## config.mk

```make
export PLATFORM = sky130hd
export DESIGN_NAME = fetch_stage
export DESIGN_NICKNAME = d
export VERILOG_FILES = /design/src/verilog/rv_pkg.sv /design/src/verilog/fetch_stage.sv
export SDC_FILE = /design/constraint.sdc
export NUM_CORES = 1
export LEC_CHECK = 0
export ABC_AREA = 1
export BUFFER_PORTS_ARGS = -buffer_cell sky130_fd_sc_hd__buf_4
export CAP_MARGIN = 0
export CORE_MARGIN = 2
export CORE_UTILIZATION = 50
export DETAILED_ROUTE_END_ITERATION = 6
export PLACE_DENSITY_LB_ADDON = 0.3
export SYNTH_ARGS = -nofsm -noshare
export SYNTH_HDL_FRONTEND = slang
export SYNTH_SLANG_ARGS = --single-unit
```

## constraint.sdc

```tcl
create_clock -name clk -period 4.17 [get_ports clk]
set_input_delay 0.2085 -clock clk [delete_from_list [all_inputs] [get_ports clk]]
set_output_delay 0.2085 -clock clk [all_outputs]
set_load 0.005 [all_outputs]
```

## src/verilog/rv_pkg.sv

```systemverilog
// shared types for the five-stage rv32 pipeline
// widths, opcode and control encodings, stage payload structs
// and the instruction word union used by fetch and decode
package rv_pkg;

    localparam int XLEN       = 32;
    localparam int REG_ADDR_W = 5;

    localparam logic [XLEN-1:0] NOP_INSTR = 32'h0000_0013; // addi x0,x0,0

    // major opcodes that the core understands, all else decodes as nop
    typedef enum logic [6:0] {
        OPC_OP     = 7'b0110011,
        OPC_OP_IMM = 7'b0010011,
        OPC_LOAD   = 7'b0000011,
        OPC_STORE  = 7'b0100011,
        OPC_BRANCH = 7'b1100011,
        OPC_JAL    = 7'b1101111,
        OPC_JALR   = 7'b1100111,
        OPC_SYSTEM = 7'b1110011
    } opcode_e;

    typedef enum logic [2:0] {
        ALU_ADD  = 3'd0,
        ALU_SUB  = 3'd1,
        ALU_AND  = 3'd2,
        ALU_OR   = 3'd3,
        ALU_SLT  = 3'd4,
        ALU_SLTU = 3'd5
    } alu_op_e;

    typedef enum logic [1:0] {
        WB_ALU = 2'd0, // zero so a cleared ctrl word is a plain alu nop
        WB_MEM = 2'd1,
        WB_PC4 = 2'd2
    } wb_sel_e;

    // ==================================================================
    // instruction formats, msb first
    // ==================================================================
    typedef struct packed {
        logic [6:0] funct7;
        logic [4:0] rs2;
        logic [4:0] rs1;
        logic [2:0] funct3;
        logic [4:0] rd;
        logic [6:0] opcode;
    } r_fmt_t;

    typedef struct packed {
        logic [11:0] imm;
        logic [4:0]  rs1;
        logic [2:0]  funct3;
        logic [4:0]  rd;
        logic [6:0]  opcode;
    } i_fmt_t;

    typedef struct packed {
        logic [6:0] imm_11_5;
        logic [4:0] rs2;
        logic [4:0] rs1;
        logic [2:0] funct3;
        logic [4:0] imm_4_0;
        logic [6:0] opcode;
    } s_fmt_t;

    typedef struct packed {
        logic       imm_12;
        logic [5:0] imm_10_5;
        logic [4:0] rs2;
        logic [4:0] rs1;
        logic [2:0] funct3;
        logic [3:0] imm_4_1;
        logic       imm_11;
        logic [6:0] opcode;
    } b_fmt_t;

    typedef struct packed {
        logic       imm_20;
        logic [9:0] imm_10_1;
        logic       imm_11;
        logic [7:0] imm_19_12;
        logic [4:0] rd;
        logic [6:0] opcode;
    } j_fmt_t;

    typedef union packed {
        r_fmt_t r_fmt;
        i_fmt_t i_fmt;
        s_fmt_t s_fmt;
        b_fmt_t b_fmt;
        j_fmt_t j_fmt;
    } instr_u;

    // ==================================================================
    // control word and stage payloads
    // ==================================================================
    typedef struct packed {
        alu_op_e alu_op;
        logic    alu_use_imm; // operand b from imm instead of rs2
        logic    branch;      // beq, taken on zero sub result
        logic    jump;        // jal or jalr
        logic    jalr;        // target from alu sum
        logic    mem_wr;
        wb_sel_e wb_sel;
        logic    reg_wr;      // never set for rd == x0
        logic    halt;        // ecall marker
    } ctrl_t;

    typedef struct packed {
        instr_u          instr;
        logic [XLEN-1:0] pc;
    } fd_t;

    typedef struct packed {
        ctrl_t                 ctrl;
        logic [REG_ADDR_W-1:0] rs1;
        logic [REG_ADDR_W-1:0] rs2;
        logic [REG_ADDR_W-1:0] rd;
        logic [XLEN-1:0]       rs1_data;
        logic [XLEN-1:0]       rs2_data;
        logic [XLEN-1:0]       imm;
        logic [XLEN-1:0]       pc;
    } de_t;

    typedef struct packed {
        ctrl_t                 ctrl;
        logic [XLEN-1:0]       alu_res;
        logic [XLEN-1:0]       store_data;
        logic [REG_ADDR_W-1:0] rd;
        logic [XLEN-1:0]       pc4;
    } em_t;

    typedef struct packed {
        logic                  reg_wr;
        logic [REG_ADDR_W-1:0] rd;
        logic [XLEN-1:0]       data;
        logic                  halt;
    } wb_t;

    typedef struct packed {
        logic            valid;
        logic [XLEN-1:0] target;
    } redirect_t;

endpackage
```

## src/verilog/fetch_stage.sv

```systemverilog
// fetch stage, holds the pc and the if/id register
// pc steps by 4 or jumps to the execute redirect target
module fetch_stage import rv_pkg::*; #(
    parameter logic [XLEN-1:0] RESET_PC = '0
) (
    input  logic            clk,
    input  logic            rst_n,
    input  redirect_t       redirect,
    output logic [XLEN-1:0] imem_addr,
    input  instr_u          imem_data,
    output fd_t             fd
);

    logic [XLEN-1:0] pc;

    assign imem_addr = pc; // rom answers combinationally

    // pc register
    always_ff @(posedge clk) begin
        if (!rst_n) begin
            pc <= RESET_PC;
        end else if (redirect.valid) begin
            pc <= redirect.target;
        end else begin
            pc <= pc + XLEN'(4);
        end
    end

    // ==================================================================
    // if/id register
    // ==================================================================
    always_ff @(posedge clk) begin
        fd.pc <= pc;
        if (!rst_n) begin
            fd.instr <= instr_u'(NOP_INSTR);
        end else begin
            // the word fetched behind a taken branch is squashed
            fd.instr <= redirect.valid ? instr_u'(NOP_INSTR) : imem_data;
        end
    end

endmodule

```

==> impl_metrics.csv <==
group,metric,value,unit
floorplanning,dieArea,7810,um^2
layout,syn2layout_area_growth,42.1,%
logic_synthesis,synth-compound-area-share,5.41,%
layout,final_core_util,74.1,%
clocking,cts.repair.resized,0,
global_routing,grt_pass1_wl,13700,um
drt,vias_per_cell,4.48,
clocking,cts_buffer_depth,2,
timing,post-route-period-util,39.5,%
logic_synthesis,synthMuxAreaShare,0,%
run_status,status,"finished, final reports clean",
power,p_per_area,375,nW/um^2
power,vdd_ir_drop_max,242,uV
timing,slew_headroom,54.3,%
timing,finalSetupTns,0,ns
critical_path,startpoint_type,"flip-flop",
placement,hpwlAfterDp,6860,um
drt,wl_per_cell,12.4,um
critical_path,cp_top_family,"simple AND/OR/NAND/NOR gates",
critical_path,cp_num_buf_inv,1,
logic_synthesis,syn-instance-count,471,
global_routing,grt_pass1_vias,3063,
critical_path,cpMostUsedCell,"nand2_1",
placement,dpl_worst_slack,2.46,ns
floorplanning,die_w,88.4,um
clocking,cts_hold_buf,0,
logic_synthesis,ys_ff_latch,96,
floorplanning,row_count,30,
logic_synthesis,synth_simple_gate_area_share,29.0,%
layout,diodes,0,
clocking,clock_sinks,96,
critical_path,required,4.43,ns
placement,dpl_cell_area,4850,um^2
timing,rsz0062_at_grt,"false",
logic_synthesis,synth_top_family_by_area,"simple AND/OR/NAND/NOR gates",
global_routing,antenna_found_initial,0,
logic_synthesis,ys_types,24,
clocking,clock_latency,0.36,ns
critical_path,path_cells,"ha_1 > nand2_2 > nor2_4 > nand2_2 > nor2_1 > nand2_1 > nand2_1 > nand3_1 > nand2_1 > inv_1",
floorplanning,io_pins,163,
timing,finalSetupViolCount,0,
placement,gp_congestion,0.884,
timing,slew_viol_final,0,
drt,wl,9130,um
critical_path,criticalPathCategory,"reg2reg",
logic_synthesis,synth-xor-area-share,1.72,%
layout,nets,702,
clocking,cts_tree,"yes",
critical_path,crit_arrival,1.91,ns
floorplanning,start_util,52.1,%
critical_path,slowest_stage,"dfxtp_1",
timing,fin_worst_skew,0.00922,ns
power,p_leak,2.59,nW
layout,fin_area,5060,um^2
drt,ant_nets,0,
placement,dp_cells,719,
layout,drive_gt1_share,31.3,%
timing,fmax,607,MHz
clocking,path_clk_slew,0.09,ns
timing,fin_crit,1.65,ns
global_routing,grtUsageTotal,22.8,%
floorplanning,coreArea,6830,um^2
job,drv_cap,0,
timing,hold_viol,0,
logic_synthesis,yosysWarnings,0,
global_routing,overflow,0,
logic_synthesis,syn-num-nets,539,
global_routing,grt_max_degree,47,
drt,vias,3292,
clocking,post_cts_buffers,0,
logic_synthesis,syn_area_per_cell,7.56,um^2
clocking,cts_buffers,9,
timing,setup_slack,2.52,ns
floorplanning,fp.dieH,88.4,um
timing,tightest_slew,0.685,ns
drt,post-route-drc-count,0,
clocking,htree_num_levels,3,
logic_synthesis,synthAdderAreaFrac,0.351,%
critical_path,cp-end-kind,"flip-flop",
worst_hold_path,hold_path.class,"in2reg",
critical_path,cp_slowest_stage_delay,0.43,ns
logic_synthesis,syn_area,3560,um^2
drt,firstDrtPassIters,4,
logic_synthesis,ys_seq_area_share,54.0,%
drt,drtIter0Drc,127,
layout,final_cells,735,
critical_path,critPathMaxFanout,6,
clocking,clockRootBuffer,"clkbuf_8",
placement,numPortBuffers,162,
-- power by group --
group | switching [W] | internal (W) | total, W
Combinational | 0.0000992 | 0.000140 | 0.000239
Sequential | 0.0000470 | 0.000977 | 0.00102
Clock | 0.000321 | 0.000313 | 0.000634
-- final timing paths --
kind                     start             to  slack, ns  cells past startpoint
setup reg to reg  imem_addr[2]  imem_addr[28]       2.52                     10
hold / removal    imem_data[1]         fd[33]       0.03                      2
setup / recovery  imem_addr[2]  imem_addr[28]       2.52                     10
hold reg to reg   imem_addr[0]          fd[0]       0.37                      0
-- cells in the mapped netlist --
cell type    n  share of area [%]
or2_2        4               0.70
ha_1         1               0.35
or2_0        2               0.35
nand4_1      1               0.18
xnor2_1      3               0.74
a21oi_1     13                1.8
nand3_1     24                3.4
nand2_1    110                 12
clkbuf_8     1               0.39
nor2_2       5               0.88
nor2_4       5                1.6
clkbuf_1     4               0.42
inv_1       74                7.8
nand2_2      5               0.88
o21ai_0     24                3.4
and2_1       1               0.18
buf_2        5               0.70
xor2_1       4               0.98
dfxtp_1     96                 54
nor2_1      85                9.0
buf_1        1               0.11
nand2_4      1               0.32
o21bai_1     1               0.21
inv_2        1               0.11
-- per-layer routing --
layer | global-route usage (%) | wire (um)
met5 | 0 | 0
met4 | 8.40 | 80
met3 | 4.94 | 708
met2 | 39.8 | 4350
met1 | 27.6 | 3990
-- metrics by stage --
stage	total power (W)	hold WS [ns]
global placement	0.00128	0.361
CTS	0.00191	0.0192
detailed placement	0.00129	0.359
global route	0.00198	0.0142
finish	0.00190	0.0322
floorplan	0.00112	0.315
-- sequential cells by signal (all words and copies together), names as in the netlist --
signal,cells
imem_addr,32
fd,64
-- final cells by class --
cell class                 instances  area (um^2)
clock inverter                     5         62.6
fill                             543         1770
clock buffer                      11          151
sequential                        96         1920
timing repair buffer             163         1220
multi-input combinational        289         1300
inverter                          75          282
tap                               96          120
-- logic make-up (layout without fill, tap and decap cells) --
kind of cell,count (synthesis),after routing
XOR/XNOR,7,7
flip-flops,96,96
AND/OR/NAND/NOR,243,243
adder cells (fa/ha/maj),1,1
AO/OA/AOI/OAI,38,38
buffers and inverters,86,254
-- layout by cell type (no fill, tap or decap), drive strengths merged --
cell	n
buf	163
nand2	116
dfxtp	96
nor2	95
inv	76
nand3	24
o21ai	24
a21oi	13
clkbuf	11
or2	6
xor2	4
xnor2	3
clkinvlp	2
nand4	1
and2	1
o21bai	1
ha	1
clkinv	1
bufinv	1
No activity file was read; power rests on OpenSTA's default activity.
