<file path="config.mk">
export PLATFORM = sky130hd
export DESIGN_NAME = decode_stage
export DESIGN_NICKNAME = d
export VERILOG_FILES = /design/src/verilog/rv_pkg.sv /design/src/verilog/decode_stage.sv
export SDC_FILE = /design/constraint.sdc
export NUM_CORES = 1
export LEC_CHECK = 0
export ABC_AREA = 1
export BUFFER_PORTS_ARGS = -buffer_cell sky130_fd_sc_hd__buf_2
export CAP_MARGIN = 20
export CORE_AREA = 2 2 128 130
export CTS_CLUSTER_SIZE = 12
export DETAILED_ROUTE_END_ITERATION = 6
export DIE_AREA = 0 0 130 132
export SLEW_MARGIN = 10
export SYNTH_ARGS = -nofsm -noshare
export SYNTH_HDL_FRONTEND = slang
export SYNTH_SLANG_ARGS = --single-unit
</file>
<file path="constraint.sdc">
create_clock -name clk -period 1.5 [get_ports clk]
set_input_delay 0.075 -clock clk [delete_from_list [all_inputs] [get_ports clk]]
set_output_delay 0.075 -clock clk [all_outputs]
set_load 0.02 [all_outputs]
</file>
<file path="src/verilog/rv_pkg.sv">
// shared types for the five-stage rv32 pipeline
// widths, opcode and control encodings, stage payload structs
// and the instruction word union used by fetch and decode
package rv_pkg;

    localparam int XLEN       = 32;
    localparam int REG_ADDR_W = 5;

    localparam logic [XLEN-1:0] NOP_INSTR = 32'h0000_0013; // addi x0,x0,0

    // major opcodes that the core understands, all else decodes as nop
    typedef enum logic [6:0] {
        OPC_OP     = 7'b0110011,
        OPC_OP_IMM = 7'b0010011,
        OPC_LOAD   = 7'b0000011,
        OPC_STORE  = 7'b0100011,
        OPC_BRANCH = 7'b1100011,
        OPC_JAL    = 7'b1101111,
        OPC_JALR   = 7'b1100111,
        OPC_SYSTEM = 7'b1110011
    } opcode_e;

    typedef enum logic [2:0] {
        ALU_ADD  = 3'd0,
        ALU_SUB  = 3'd1,
        ALU_AND  = 3'd2,
        ALU_OR   = 3'd3,
        ALU_SLT  = 3'd4,
        ALU_SLTU = 3'd5
    } alu_op_e;

    typedef enum logic [1:0] {
        WB_ALU = 2'd0, // zero so a cleared ctrl word is a plain alu nop
        WB_MEM = 2'd1,
        WB_PC4 = 2'd2
    } wb_sel_e;

    // ==================================================================
    // instruction formats, msb first
    // ==================================================================
    typedef struct packed {
        logic [6:0] funct7;
        logic [4:0] rs2;
        logic [4:0] rs1;
        logic [2:0] funct3;
        logic [4:0] rd;
        logic [6:0] opcode;
    } r_fmt_t;

    typedef struct packed {
        logic [11:0] imm;
        logic [4:0]  rs1;
        logic [2:0]  funct3;
        logic [4:0]  rd;
        logic [6:0]  opcode;
    } i_fmt_t;

    typedef struct packed {
        logic [6:0] imm_11_5;
        logic [4:0] rs2;
        logic [4:0] rs1;
        logic [2:0] funct3;
        logic [4:0] imm_4_0;
        logic [6:0] opcode;
    } s_fmt_t;

    typedef struct packed {
        logic       imm_12;
        logic [5:0] imm_10_5;
        logic [4:0] rs2;
        logic [4:0] rs1;
        logic [2:0] funct3;
        logic [3:0] imm_4_1;
        logic       imm_11;
        logic [6:0] opcode;
    } b_fmt_t;

    typedef struct packed {
        logic       imm_20;
        logic [9:0] imm_10_1;
        logic       imm_11;
        logic [7:0] imm_19_12;
        logic [4:0] rd;
        logic [6:0] opcode;
    } j_fmt_t;

    typedef union packed {
        r_fmt_t r_fmt;
        i_fmt_t i_fmt;
        s_fmt_t s_fmt;
        b_fmt_t b_fmt;
        j_fmt_t j_fmt;
    } instr_u;

    // ==================================================================
    // control word and stage payloads
    // ==================================================================
    typedef struct packed {
        alu_op_e alu_op;
        logic    alu_use_imm; // operand b from imm instead of rs2
        logic    branch;      // beq, taken on zero sub result
        logic    jump;        // jal or jalr
        logic    jalr;        // target from alu sum
        logic    mem_wr;
        wb_sel_e wb_sel;
        logic    reg_wr;      // never set for rd == x0
        logic    halt;        // ecall marker
    } ctrl_t;

    typedef struct packed {
        instr_u          instr;
        logic [XLEN-1:0] pc;
    } fd_t;

    typedef struct packed {
        ctrl_t                 ctrl;
        logic [REG_ADDR_W-1:0] rs1;
        logic [REG_ADDR_W-1:0] rs2;
        logic [REG_ADDR_W-1:0] rd;
        logic [XLEN-1:0]       rs1_data;
        logic [XLEN-1:0]       rs2_data;
        logic [XLEN-1:0]       imm;
        logic [XLEN-1:0]       pc;
    } de_t;

    typedef struct packed {
        ctrl_t                 ctrl;
        logic [XLEN-1:0]       alu_res;
        logic [XLEN-1:0]       store_data;
        logic [REG_ADDR_W-1:0] rd;
        logic [XLEN-1:0]       pc4;
    } em_t;

    typedef struct packed {
        logic                  reg_wr;
        logic [REG_ADDR_W-1:0] rd;
        logic [XLEN-1:0]       data;
        logic                  halt;
    } wb_t;

    typedef struct packed {
        logic            valid;
        logic [XLEN-1:0] target;
    } redirect_t;

endpackage
</file>
<file path="src/verilog/decode_stage.sv">
// decode stage, hardwired decoder plus immediate generation
// reads the register file and fills the id/ex register
// a redirect from execute turns the word in decode into a nop
module decode_stage import rv_pkg::*; (
    input  logic                  clk,
    input  logic                  rst_n,
    input  fd_t                   fd,
    input  redirect_t             redirect,
    output logic [REG_ADDR_W-1:0] rs1_addr,
    output logic [REG_ADDR_W-1:0] rs2_addr,
    input  logic [XLEN-1:0]       rs1_data,
    input  logic [XLEN-1:0]       rs2_data,
    output de_t                   de
);

    instr_u          instr; // after flush
    ctrl_t           ctrl;
    logic [XLEN-1:0] imm;

    assign instr    = redirect.valid ? instr_u'(NOP_INSTR) : fd.instr;
    assign rs1_addr = instr.r_fmt.rs1;
    assign rs2_addr = instr.r_fmt.rs2;

    // ==================================================================
    // control decode
    // ==================================================================
    always_comb begin
        ctrl = '0; // unknown opcode ends up as nop
        imm  = '0;
        case (instr.r_fmt.opcode)
            OPC_OP: begin
                ctrl.reg_wr = 1'b1;
                case (instr.r_fmt.funct3)
                    3'b000:  ctrl.alu_op = instr.r_fmt.funct7[5] ? ALU_SUB : ALU_ADD;
                    3'b010:  ctrl.alu_op = ALU_SLT;
                    3'b011:  ctrl.alu_op = ALU_SLTU;
                    3'b110:  ctrl.alu_op = ALU_OR;
                    3'b111:  ctrl.alu_op = ALU_AND;
                    default: ctrl.reg_wr = 1'b0; // shifts and xor not supported
                endcase
            end
            OPC_OP_IMM: begin
                imm              = {{20{instr.i_fmt.imm[11]}}, instr.i_fmt.imm};
                ctrl.alu_use_imm = 1'b1;
                ctrl.reg_wr      = (instr.i_fmt.funct3 == 3'b000); // addi only
            end
            OPC_LOAD: begin
                imm              = {{20{instr.i_fmt.imm[11]}}, instr.i_fmt.imm};
                ctrl.alu_use_imm = 1'b1;
                ctrl.wb_sel      = WB_MEM;
                ctrl.reg_wr      = (instr.i_fmt.funct3 == 3'b010); // lw
            end
            OPC_STORE: begin
                imm = {{20{instr.s_fmt.imm_11_5[6]}}, instr.s_fmt.imm_11_5,
                       instr.s_fmt.imm_4_0};
                ctrl.alu_use_imm = 1'b1;
                ctrl.mem_wr      = (instr.s_fmt.funct3 == 3'b010); // sw
            end
            OPC_BRANCH: begin
                imm = {{19{instr.b_fmt.imm_12}}, instr.b_fmt.imm_12, instr.b_fmt.imm_11,
                       instr.b_fmt.imm_10_5, instr.b_fmt.imm_4_1, 1'b0};
                ctrl.alu_op = ALU_SUB;                             // equal means zero
                ctrl.branch = (instr.b_fmt.funct3 == 3'b000);      // beq
            end
            OPC_JAL: begin
                imm = {{11{instr.j_fmt.imm_20}}, instr.j_fmt.imm_20, instr.j_fmt.imm_19_12,
                       instr.j_fmt.imm_11, instr.j_fmt.imm_10_1, 1'b0};
                ctrl.jump   = 1'b1;
                ctrl.wb_sel = WB_PC4;
                ctrl.reg_wr = 1'b1;
            end
            OPC_JALR: begin
                imm              = {{20{instr.i_fmt.imm[11]}}, instr.i_fmt.imm};
                ctrl.alu_use_imm = 1'b1;
                ctrl.jump        = 1'b1;
                ctrl.jalr        = 1'b1; // target is rs1 + imm
                ctrl.wb_sel      = WB_PC4;
                ctrl.reg_wr      = 1'b1;
            end
            OPC_SYSTEM: begin
                // ecall only, ebreak and csr ops fall through as nop
                ctrl.halt = (instr.i_fmt.imm == '0) && (instr.i_fmt.funct3 == 3'b000);
            end
            default: ;
        endcase
        if (instr.r_fmt.rd == '0) begin
            ctrl.reg_wr = 1'b0; // x0 writes are dropped here, not in the rf
        end
    end

    // ==================================================================
    // id/ex register
    // ==================================================================
    always_ff @(posedge clk) begin
        de.rs1      <= rs1_addr;
        de.rs2      <= rs2_addr;
        de.rd       <= instr.r_fmt.rd;
        de.rs1_data <= rs1_data; // already bypassed from wb
        de.rs2_data <= rs2_data;
        de.imm      <= imm;
        de.pc       <= fd.pc;
        if (!rst_n) begin
            de.ctrl <= '0;
        end else begin
            de.ctrl <= ctrl;
        end
    end

    // a writing instr always carries a real result select into execute
    a_wb_sel_legal: assert property (@(posedge clk) disable iff (!rst_n)
        de.ctrl.reg_wr |-> de.ctrl.wb_sel inside {WB_ALU, WB_MEM, WB_PC4});

endmodule

</file>
==> results.md <==
* Outcome: completed
* Mapped Avg Cell Area at 11.34 um2
* Mux share of post-synthesis cell area at 0%
* 1st-pass router iterations at 4
* I/O Pins at 328
* Row cnt at 46
* Max cap viols at 0
* Area Growth Syn to Fin at 86.23%
* DRC errors left at 0
* Largest registers: de x143
* Final hold viol count at 0
* Number of global-route vias before repair at 4077
* Most frequent cells in the layout: buf_2, dfxtp_1, dlygate4sd3_1
* Worst-Margin Slew at 0.3061 ns
* Period utilisation layout at 97.41%
* First-pass GRT wire length at 21.02 mm
* Layout cell share with drive strength beyond 1 at 45.01%
* Die Y at 132 um
* HP Class: input pin to register
* Cell count of the worst hold path at 4
* Compound-Gate Fraction of Synth Area at 3.857%
* Crit. End Element: register
* Worst endpoint required time at 1.85 ns
* Post_cts resized at 0
* Buffer count from post-CTS setup fixing at 0
* TritonCTS clock tree: done
* Max incr delay on CP at 0.59 ns
* Slew Limit Fails at 0
* Static Leakage at 3.905 nW
* Largest net degree at the start of global routing at 17
* Finish-stage setup viols at 0
* Initial drt markers at 97
* CTS max path bufs at 2
* Sequential-to-total area share from yosys stat at 71.75%
* Die Wd at 130 um
* Post-Synth Simple-Gate Area at 15.46%
* WS Path Type: input pin to register
* Vias at 3909
* PwrDens at 1279 nW/um2
* CTS buffer count at 17
* Synthesized Nets at 515
* H-tree Lvls at 4
* Synth cell types at 29
* Arrival time at the worst endpoint at 1.81 ns
* Initial core utilization at 25.39%
* Input/output buffers at 295
* Cell total after placement at 841
* Antenna violations before repair at 1
* Global route total overflow at 0
* Core Area at 15710 um2
* Peak VDD IR at 0.0006959 V
* Adder-cell area share of the yosys netlist at 0%
* Final wirelength at 14.32 mm
* Netlist Area Pre-Place at 3990 um2
* Xor/xnor share of the synthesized area at 0%
* Dpl hpwl at 10.19 mm
* # clock sinks at 143
* CP startpoint kind: input pin
* ANT nets after route at 0
* Most flop-heavy register: de
* RSZ-0062 raised after global routing: false
* Post-Synthesis Cells at 352
* Worst-path fanout max at 12
* Die Area at 17160 um2
* Max reg flops at 143
* Slew HR at 79.40%
* Hold_ws at 0.05238 ns
* Commonest non-fill, non-tap cell in the layout: buf_2
* Vias per Instance at 3.913
* CP dominant cell by count: dlygate4sd3_1
* Synth warn at 0
* Crit-path slowest cell: dlygate4sd3_1
* All-Layer GR Usage at 16.35%
* Largest family of logic cells by synthesized area: simple AND/OR/NAND/NOR gates
* Nets at 932
* Critical-path cell list: buf_2, inv_6, nand2_2, dlygate4sd3_1, nor3_1, dlygate4sd3_1
* Clock slew seen by the registers of the worst setup and hold paths at 0.06 ns
* Setup TNS at 0 ns
* Layout Cells excl Fill at 999
* CTS root buffer: clkbuf_16
* Final Critical Period at 1.461 ns
* Flops & latches, synth at 143
* GPL Wtd Cong at 0.8250
* Drt wl/cell at 14.33 um
* Fmax at 684.4 MHz
==> timing repair <==
action / 4_1_cts / 5_1_grt
hold buffers: 125 / 0
hold endpoints to repair: 133 / 0
endpoints found under the setup margin: 0 / 0
==> synth_stat cells, drive strengths merged <==
library cell | n | area, um2
o21bai | 6 | 45.04
o31ai | 1 | 7.510
a21oi | 3 | 26.28
buf | 29 | 225.2
nor4 | 2 | 12.51
o21ai | 7 | 38.78
inv | 33 | 131.4
nor2 | 33 | 166.4
nand2 | 54 | 240.2
nand3 | 21 | 110.1
nand4 | 10 | 62.56
nor3 | 5 | 25.02
o211ai | 4 | 30.03
a31oi | 1 | 6.260
dfxtp | 143 | 2863
==> power by group <==
group          leakage, nW  switching [mW]  internal [mW]
Clock                0.298            1.79           2.53
Sequential            1.19          0.0468           3.98
Combinational         2.41           0.626          0.531
Total                 3.90            2.46           7.04
==> worst paths after layout <==
check,from,endpoint,slack [ns]
max,redirect[32],de[148]$_SDFF_PN0_,0.04
min,fd[38],de[43]$_DFF_P_,0.05
==> per-stage QoR <==
stage | power (mW) | utilization [%] | instance area (um2) | worst slack, ns
after floorplan | 4.598 | - | 3990 | 0.4761
after global placement | 5.002 | 35.41 | 5564 | 0.1699
after detailed placement | 5.010 | 35.41 | 5564 | 0.1833
after CTS | 9.643 | 47.28 | 7428 | 0.1440
after global routing | 9.883 | 47.29 | 7431 | 0.02155
final | 9.504 | 47.29 | 7431 | 0.03881
==> metal layers <==
metal / GRT usage (%) / part of all wire [%] / wire, um
met3: 5.641 / 7.8 / 1120
met1: 15.69 / 37 / 5252
met4: 6.691 / 2.1 / 296
met2: 31.09 / 53 / 7651
met5: 0 / 0 / 0
==> logic make-up after synthesis <==
family	Yosys count
simple gates	125
flops	143
buf+inv	62
compound gates	22
==> final cells by class <==
class	count	area, um2
well taps	216	270.3
flip-flops and latches	143	2863
repair buffers	427	2780
fillers	1442	8282
clock inverters	15	187.7
clock buffers	17	425.4
diodes	1	2.502
multi-input cells	147	770.7
inverters	33	131.4
==> critical path: cells and delay by family <==
kind | cells | cell delay, ns
simple gates | 2 | 0.28
buf+inv | 4 | 1.45
(Power assumes the default switching activity.)
