<file path="config.mk">
export PLATFORM = sky130hd
export DESIGN_NAME = reg_file
export DESIGN_NICKNAME = d
export VERILOG_FILES = /design/src/verilog/rv_pkg.sv /design/src/verilog/reg_file.sv
export SDC_FILE = /design/constraint.sdc
export NUM_CORES = 1
export LEC_CHECK = 0
export BUFFER_PORTS_ARGS = -buffer_cell sky130_fd_sc_hd__buf_2
export CELL_PAD_IN_SITES_DETAIL_PLACEMENT = 1
export CELL_PAD_IN_SITES_GLOBAL_PLACEMENT = 2
export CORE_MARGIN = 2
export CORE_UTILIZATION = 45
export CTS_CLUSTER_SIZE = 30
export DETAILED_ROUTE_END_ITERATION = 12
export HOLD_SLACK_MARGIN = 0.06
export PLACE_DENSITY_LB_ADDON = 0.1
export SYNTH_ARGS = -nofsm -noshare
export SYNTH_HDL_FRONTEND = slang
export SYNTH_SLANG_ARGS = --single-unit
</file>
<file path="constraint.sdc">
create_clock -name clk -period 4.2 [get_ports clk]
set_input_delay 0.84 -clock clk [delete_from_list [all_inputs] [get_ports clk]]
set_output_delay 0.84 -clock clk [all_outputs]
set_load 0.01 [all_outputs]
</file>
<file path="src/verilog/rv_pkg.sv">
// shared types for the five-stage rv32 pipeline
// widths, opcode and control encodings, stage payload structs
// and the instruction word union used by fetch and decode
package rv_pkg;

    localparam int XLEN       = 32;
    localparam int REG_ADDR_W = 5;

    localparam logic [XLEN-1:0] NOP_INSTR = 32'h0000_0013; // addi x0,x0,0

    // major opcodes that the core understands, all else decodes as nop
    typedef enum logic [6:0] {
        OPC_OP     = 7'b0110011,
        OPC_OP_IMM = 7'b0010011,
        OPC_LOAD   = 7'b0000011,
        OPC_STORE  = 7'b0100011,
        OPC_BRANCH = 7'b1100011,
        OPC_JAL    = 7'b1101111,
        OPC_JALR   = 7'b1100111,
        OPC_SYSTEM = 7'b1110011
    } opcode_e;

    typedef enum logic [2:0] {
        ALU_ADD  = 3'd0,
        ALU_SUB  = 3'd1,
        ALU_AND  = 3'd2,
        ALU_OR   = 3'd3,
        ALU_SLT  = 3'd4,
        ALU_SLTU = 3'd5
    } alu_op_e;

    typedef enum logic [1:0] {
        WB_ALU = 2'd0, // zero so a cleared ctrl word is a plain alu nop
        WB_MEM = 2'd1,
        WB_PC4 = 2'd2
    } wb_sel_e;

    // ==================================================================
    // instruction formats, msb first
    // ==================================================================
    typedef struct packed {
        logic [6:0] funct7;
        logic [4:0] rs2;
        logic [4:0] rs1;
        logic [2:0] funct3;
        logic [4:0] rd;
        logic [6:0] opcode;
    } r_fmt_t;

    typedef struct packed {
        logic [11:0] imm;
        logic [4:0]  rs1;
        logic [2:0]  funct3;
        logic [4:0]  rd;
        logic [6:0]  opcode;
    } i_fmt_t;

    typedef struct packed {
        logic [6:0] imm_11_5;
        logic [4:0] rs2;
        logic [4:0] rs1;
        logic [2:0] funct3;
        logic [4:0] imm_4_0;
        logic [6:0] opcode;
    } s_fmt_t;

    typedef struct packed {
        logic       imm_12;
        logic [5:0] imm_10_5;
        logic [4:0] rs2;
        logic [4:0] rs1;
        logic [2:0] funct3;
        logic [3:0] imm_4_1;
        logic       imm_11;
        logic [6:0] opcode;
    } b_fmt_t;

    typedef struct packed {
        logic       imm_20;
        logic [9:0] imm_10_1;
        logic       imm_11;
        logic [7:0] imm_19_12;
        logic [4:0] rd;
        logic [6:0] opcode;
    } j_fmt_t;

    typedef union packed {
        r_fmt_t r_fmt;
        i_fmt_t i_fmt;
        s_fmt_t s_fmt;
        b_fmt_t b_fmt;
        j_fmt_t j_fmt;
    } instr_u;

    // ==================================================================
    // control word and stage payloads
    // ==================================================================
    typedef struct packed {
        alu_op_e alu_op;
        logic    alu_use_imm; // operand b from imm instead of rs2
        logic    branch;      // beq, taken on zero sub result
        logic    jump;        // jal or jalr
        logic    jalr;        // target from alu sum
        logic    mem_wr;
        wb_sel_e wb_sel;
        logic    reg_wr;      // never set for rd == x0
        logic    halt;        // ecall marker
    } ctrl_t;

    typedef struct packed {
        instr_u          instr;
        logic [XLEN-1:0] pc;
    } fd_t;

    typedef struct packed {
        ctrl_t                 ctrl;
        logic [REG_ADDR_W-1:0] rs1;
        logic [REG_ADDR_W-1:0] rs2;
        logic [REG_ADDR_W-1:0] rd;
        logic [XLEN-1:0]       rs1_data;
        logic [XLEN-1:0]       rs2_data;
        logic [XLEN-1:0]       imm;
        logic [XLEN-1:0]       pc;
    } de_t;

    typedef struct packed {
        ctrl_t                 ctrl;
        logic [XLEN-1:0]       alu_res;
        logic [XLEN-1:0]       store_data;
        logic [REG_ADDR_W-1:0] rd;
        logic [XLEN-1:0]       pc4;
    } em_t;

    typedef struct packed {
        logic                  reg_wr;
        logic [REG_ADDR_W-1:0] rd;
        logic [XLEN-1:0]       data;
        logic                  halt;
    } wb_t;

    typedef struct packed {
        logic            valid;
        logic [XLEN-1:0] target;
    } redirect_t;

endpackage
</file>
<file path="src/verilog/reg_file.sv">
// 32 x 32 register file, two async read ports and one write port
// a read of the register being written returns the new value
module reg_file import rv_pkg::*; (
    input  logic                  clk,
    input  logic                  rst_n,
    input  logic [REG_ADDR_W-1:0] rs1_addr,
    input  logic [REG_ADDR_W-1:0] rs2_addr,
    output logic [XLEN-1:0]       rs1_data,
    output logic [XLEN-1:0]       rs2_data,
    input  wb_t                   wb
);

    logic [XLEN-1:0] regs [1:31]; // x0 has no storage

    function automatic logic [XLEN-1:0] read_port(
        input logic [REG_ADDR_W-1:0] addr,
        input logic [XLEN-1:0]       stored,
        input wb_t                   wr
    );
        if (addr == '0) return '0;
        if (wr.reg_wr && wr.rd == addr) return wr.data; // write-through
        return stored;
    endfunction

    assign rs1_data = read_port(rs1_addr, regs[rs1_addr], wb);
    assign rs2_data = read_port(rs2_addr, regs[rs2_addr], wb);

    always_ff @(posedge clk) begin
        if (wb.reg_wr && wb.rd != '0) regs[wb.rd] <= wb.data;
    end

    // decode strips x0 writes, so none should make it to writeback
    a_no_x0_write: assert property (@(posedge clk) disable iff (!rst_n)
        wb.reg_wr |-> wb.rd != '0);

endmodule

</file>
==> results of run 1 <==
worst min path at each step:
stage | end | slack, ps | cells past startpoint
global placement | regs[22][7] | 1200 | 1
global route | regs[21][7] | 490 | 1
floorplan | regs[10][0] | 940 | 0
detailed placement | regs[22][7] | 1210 | 1
finish | regs[21][7] | 500 | 1
CTS | regs[22][7] | 470 | 1
where the power goes:
| part | switching (mW) | internal [mW] |
|---|---|---|
| registers | 0.0520 | 11.0 |
| clock network | 3.93 | 5.13 |
| logic | 1.47 | 0.897 |
layout make-up:
cell class                      instances  area share [%]
Clock buffer                          130            5.18
Multi-Input combinational cell       1613            30.2
Clock inverter                         67           0.873
Sequential cell                       992            54.6
Timing Repair Buffer                  360            5.91
Antenna cell                            6          0.0275
Inverter                                3          0.0206
Tap cell                             1380            3.16
layer usage:
metal | wire length, um | GRT usage, % | vias up
met5 | 12 | 0 | -
met2 | 81700 | 51.4 | 1473
li1 | - | - | 12400
met4 | 5980 | 10.9 | 2
met3 | 12700 | 4.90 | 320
met1 | 70000 | 43.5 | 16600
cell usage in the layout (no fill, tap or decap), types with 28 or more instances in the layout:
cell       count
a211oi_1      81
a21oi_1       81
a22oi_1       31
a32o_1        31
buf_12        60
buf_2        103
buf_4        193
clkbuf_16    110
clkinv_2      28
edfxtp_1     992
mux2_2        50
mux2i_1      360
mux4_2       281
nand2_1      155
nand3_1       33
nor2_1        65
nor2_4        33
o211ai_1      34
o21ai_0       28
o22ai_1       89
logic make-up after synthesis:
| family | Yosys count |
|---|---|
| compound gates | 546 |
| xor+xnor | 10 |
| buf+inv | 251 |
| flops | 992 |
| mux | 691 |
| simple gates | 366 |
==> summary.txt, run 1 <==
Largest register FFs: 992
layout cells sized above 1: 28.2%
worst path bufs/invs: 5
IO buf count: 112
Hold Crit Class: in -> reg
Pwr Density: 412 nW/um2
Yosys reg bits: 992
Inst Count DP: 4348
vias in the first global route: 32100
Detail Placement HPWL: 106000 um
worst ir drop on vdd: 330 uV
CTS Root Cell: clkbuf_16
Hold WS: 503 ps
register area: 29800 um2
total global-route track usage: 31.6%
Initial Utilization: 45.5%
Finish-stage setup viols: 0
gpl congestion: 0.833
CTS Buffer Depth: 3
Max-Cap Viols: 0
RSZ-0062 raised after global routing: false
fraction of the yosys area taken by sequential cells: 63.0%
crit path max fanout: 17
# DRC: 0
Synth Instances: 2856
area leader, netlist: edfxtp_1
Yosys warning count: 0
Stages on worst setup path: 9
leakage power: 18.3 nW
Data arrival, critical path: 3310 ps
slowest CP cell: o41ai_1
Tmin final: 4150 ps
Die Height: 328 um
Synth area leaders: edfxtp_1 (63%), mux4_2 (13%), mux2i_1 (7.6%)
# fillers: 9686
initial antenna violation count: 11
core area: 104000 um2
die width: 328 um
post-cts repair resize count: 0
global-route wire length before repair: 239000 um
status: finished clean
Synth Area in XOR/XNOR: 0.185%
syn avg cell area: 16.6 um2
worst slack at placement: 152 ps
final hold vios: 0
Synth Area in Adders: 0%
Synth top area share: 63.0%
Area Overhead vs Synth: 15.4%
hold_buf cts: 0
most instantiated library cell after synthesis: edfxtp_1
top post-synthesis cells by count: edfxtp_1 (992), mux2i_1 (360), mux4_2 (281)
Non-Filler Instances: 4551
Synth async-reset ratio: 0%
main combinational cell family by area after synthesis: multiplexers
total power: 22.5 mW
multiplexer area fraction after synthesis: 22.2%
delay of the slowest critical-path stage: 620 ps
Regs by FF count: regs x992
fin worst setup slack: 48.1 ps
die area: 108000 um2
H-tree levels: 3
Top Family by Delay on Critical Path: compound AO/OA/AOI/OAI gates
crit path to: rs1_data[24]
CTS sink cnt: 992
crit start category: input pin
post-synthesis compound-gate area fraction: 8.48%
WS Path Type: in -> out
largest net degree at the start of global routing: 57
DR iter-0 viols: 3551
routed via count: 30800
clk slew on worst S/H paths: 60 ps
setup TNS: 0 ps
area of the multi-input gates: 16500 um2
cell area after synthesis: 47300 um2
Nets: 3129
design area: 54600 um2
hold wc startpoint: wb[8]
Simple-Gate Fraction of Synth Area: 3.41%
grt ovf: 0
Routed WL per cell: 37.4 um
worst path cell trace: buf_8 -> buf_12 -> buf_4 -> a2111oi_0 -> o41ai_1 -> a21oi_1 -> o41ai_1 -> buf_4 -> buf_2
number of synthesized flops with an enable pin: 992
placed inst area: 51300 um2
I/O pins: 115
Worst EP required: 3360 ps
Syn Nets: 2907
Max-slew headroom: 19.6%
Rows: 118
CTS buffer count: 108
CP startpoint: rs1_addr[0]
total wire length: 170000 um
CTS tree: done
crit end category: output pin
1st-pass router iterations: 5
DR vias/cell: 6.78
post-CTS setup buffers: 0
fin crit share: 98.9%
Main synth FF type: edfxtp_1
worst slew pin tran: 1200 ps
Final ANT Viol Nets: 0
largest reg by FF count: regs
Finished Core Util: 52.5%
Slew Viols, Final: 0
count of different cell masters after synthesis: 51
Fmax: 241 MHz
Note: power is estimated with default switching activity, not from simulation.
==> run 2: changes to the inputs <==
Settings changed: GPL_TIMING_DRIVEN from default to 0.
==> run 2 against run 1 <==
Compared with the run above: the run now ends with negative setup slack left; combinational power up 11%; design area up 0.11%; total power up 3.9%; largest cell class unchanged; sequential share of layout area down 0.059 points; die area unchanged; sequential power about the same; highest routed layer unchanged; sequential cell count unchanged; first-iteration DRC count up 28%.
==> summary.txt, run 2 (synthesis gave the netlist of run 1 again) <==
Fmax: 230 MHz
# fillers: 9662
commonest non-fill, non-tap cell in the layout: edfxtp_1
core area: 104000 um2
failing checks: negative setup slack
layout cells sized above 1: 29.4%
Routed WL per cell: 43.4 um
global-route wire length before repair: 269000 um
worst ir drop on vdd: 366 uV
Final ANT Viol Nets: 0
Slew Viols, Final: 0
CTS buffer count: 109
Detail Placement HPWL: 139000 um
Hold Crit Depth: 1
fin crit share: 103%
worst slack at placement: -1190 ps
1st-pass router iterations: 8
vias in the first global route: 33300
DR vias/cell: 7.11
total wire length: 198000 um
WS Path Type: in -> out
fin worst setup slack: -142 ps
Finish-stage setup viols: 37
leakage power: 18.2 nW
Area Overhead vs Synth: 15.5%
Initial Utilization: 45.5%
commonest non-fill, non-tap cells in the layout: edfxtp_1 (992), mux2i_1 (360), mux4_2 (281)
Hold Crit Class: in -> reg
crit start category: input pin
CTS Root Cell: clkbuf_16
Hold WS: 659 ps
crit end category: output pin
CTS tree: done
H-tree levels: 3
largest reg by FF count: regs
Die Height: 328 um
crit path max fanout: 10
# DRC: 0
initial antenna violation count: 4
status: finished, violations left
Max-Cap Viols: 0
total global-route track usage: 36.6%
RSZ-0062 raised after global routing: true
IO buf count: 102
CTS Buffer Depth: 3
largest net degree at the start of global routing: 34
die area: 108000 um2
grt ovf: 0
Data arrival, critical path: 3500 ps
I/O pins: 115
Nets: 3152
Tmin final: 4340 ps
Regs by FF count: regs x992
routed via count: 32500
gpl congestion: 0.926
Worst EP required: 3360 ps
setup TNS: -1910 ps
final hold vios: 0
worst slew pin tran: 1160 ps
Max-slew headroom: 22.8%
Finished Core Util: 52.6%
hold_buf cts: 0
CTS sink cnt: 992
Rows: 118
die width: 328 um
clk slew on worst S/H paths: 60 ps
Pwr Density: 428 nW/um2
Largest register FFs: 992
DR iter-0 viols: 4550
-- run 2: changes by cell type in the layout (fill, tap and decap cells not counted), sizes merged --
cell / change
buf: -92
bufinv: +7
clkbuf: +105
clkdlybuf4s15: +1
clkinv: +4
clkinvlp: -1
diode: -5
inv: +4
-- run 2: per-layer routing --
layer	part of all wire, %	GRT usage (%)	vias to the layer above
li1	-	-	12500
met1	39	49.6	17500
met2	45	55.3	2057
met3	9.8	8.48	477
met4	6.0	18.7	6
met5	0.096	1.02	-
-- run 2: through the flow --
step	power, mW	area, um2	cells
floorplan	12.5	47300	2856
global placement	13.7	49500	4338
detailed placement	13.7	50400	4369
CTS	23.3	54500	4571
global route	23.8	54600	4573
finish	23.4	54600	4574
-- run 2: path summary, 6_finish.rpt --
check              startpoint            to  slack (ps)
setup / recovery  rs2_addr[3]   rs2_data[2]        -140
hold / removal         wb[31]  regs[23][30]         660
-- run 2: critical path: stages --
cell and delay, ps:
buf_2 190, clkbuf_1 710, clkbuf_1 890, a211oi_1 170
nand2_1 130, a32o_1 330, buf_2 200
-- run 2: layout make-up --
type	instances	area (um2)	area share [%]
diodes	1	2.50	0.00458
plain buffers	247	1680	3.08
clock buffers	122	2780	5.08
clock inverters	81	727	1.33
inverters	3	11.3	0.0206
multi-input cells	1613	16800	30.7
flip-flops and latches	992	29800	54.5
well taps	1380	1730	3.16
repair buffers	135	1150	2.10
-- run 2: power breakdown --
| part | leakage (nW) | internal [mW] | total, mW | switching (mW) |
|---|---|---|---|---|
| combinational | 7.56 | 0.848 | 2.61 | 1.76 |
| clock | 1.74 | 5.53 | 9.69 | 4.16 |
| sequential | 8.94 | 11.0 | 11.1 | 0.0534 |
| total | 18.2 | 17.4 | 23.4 | 5.97 |
-- run 2: timing repair --
item | in CTS | in global routing
pin swaps | 2 | 3
resized for setup | 197 | 65
endpoints found under the setup margin | 64 | 37
buffers inserted | 0 | 2
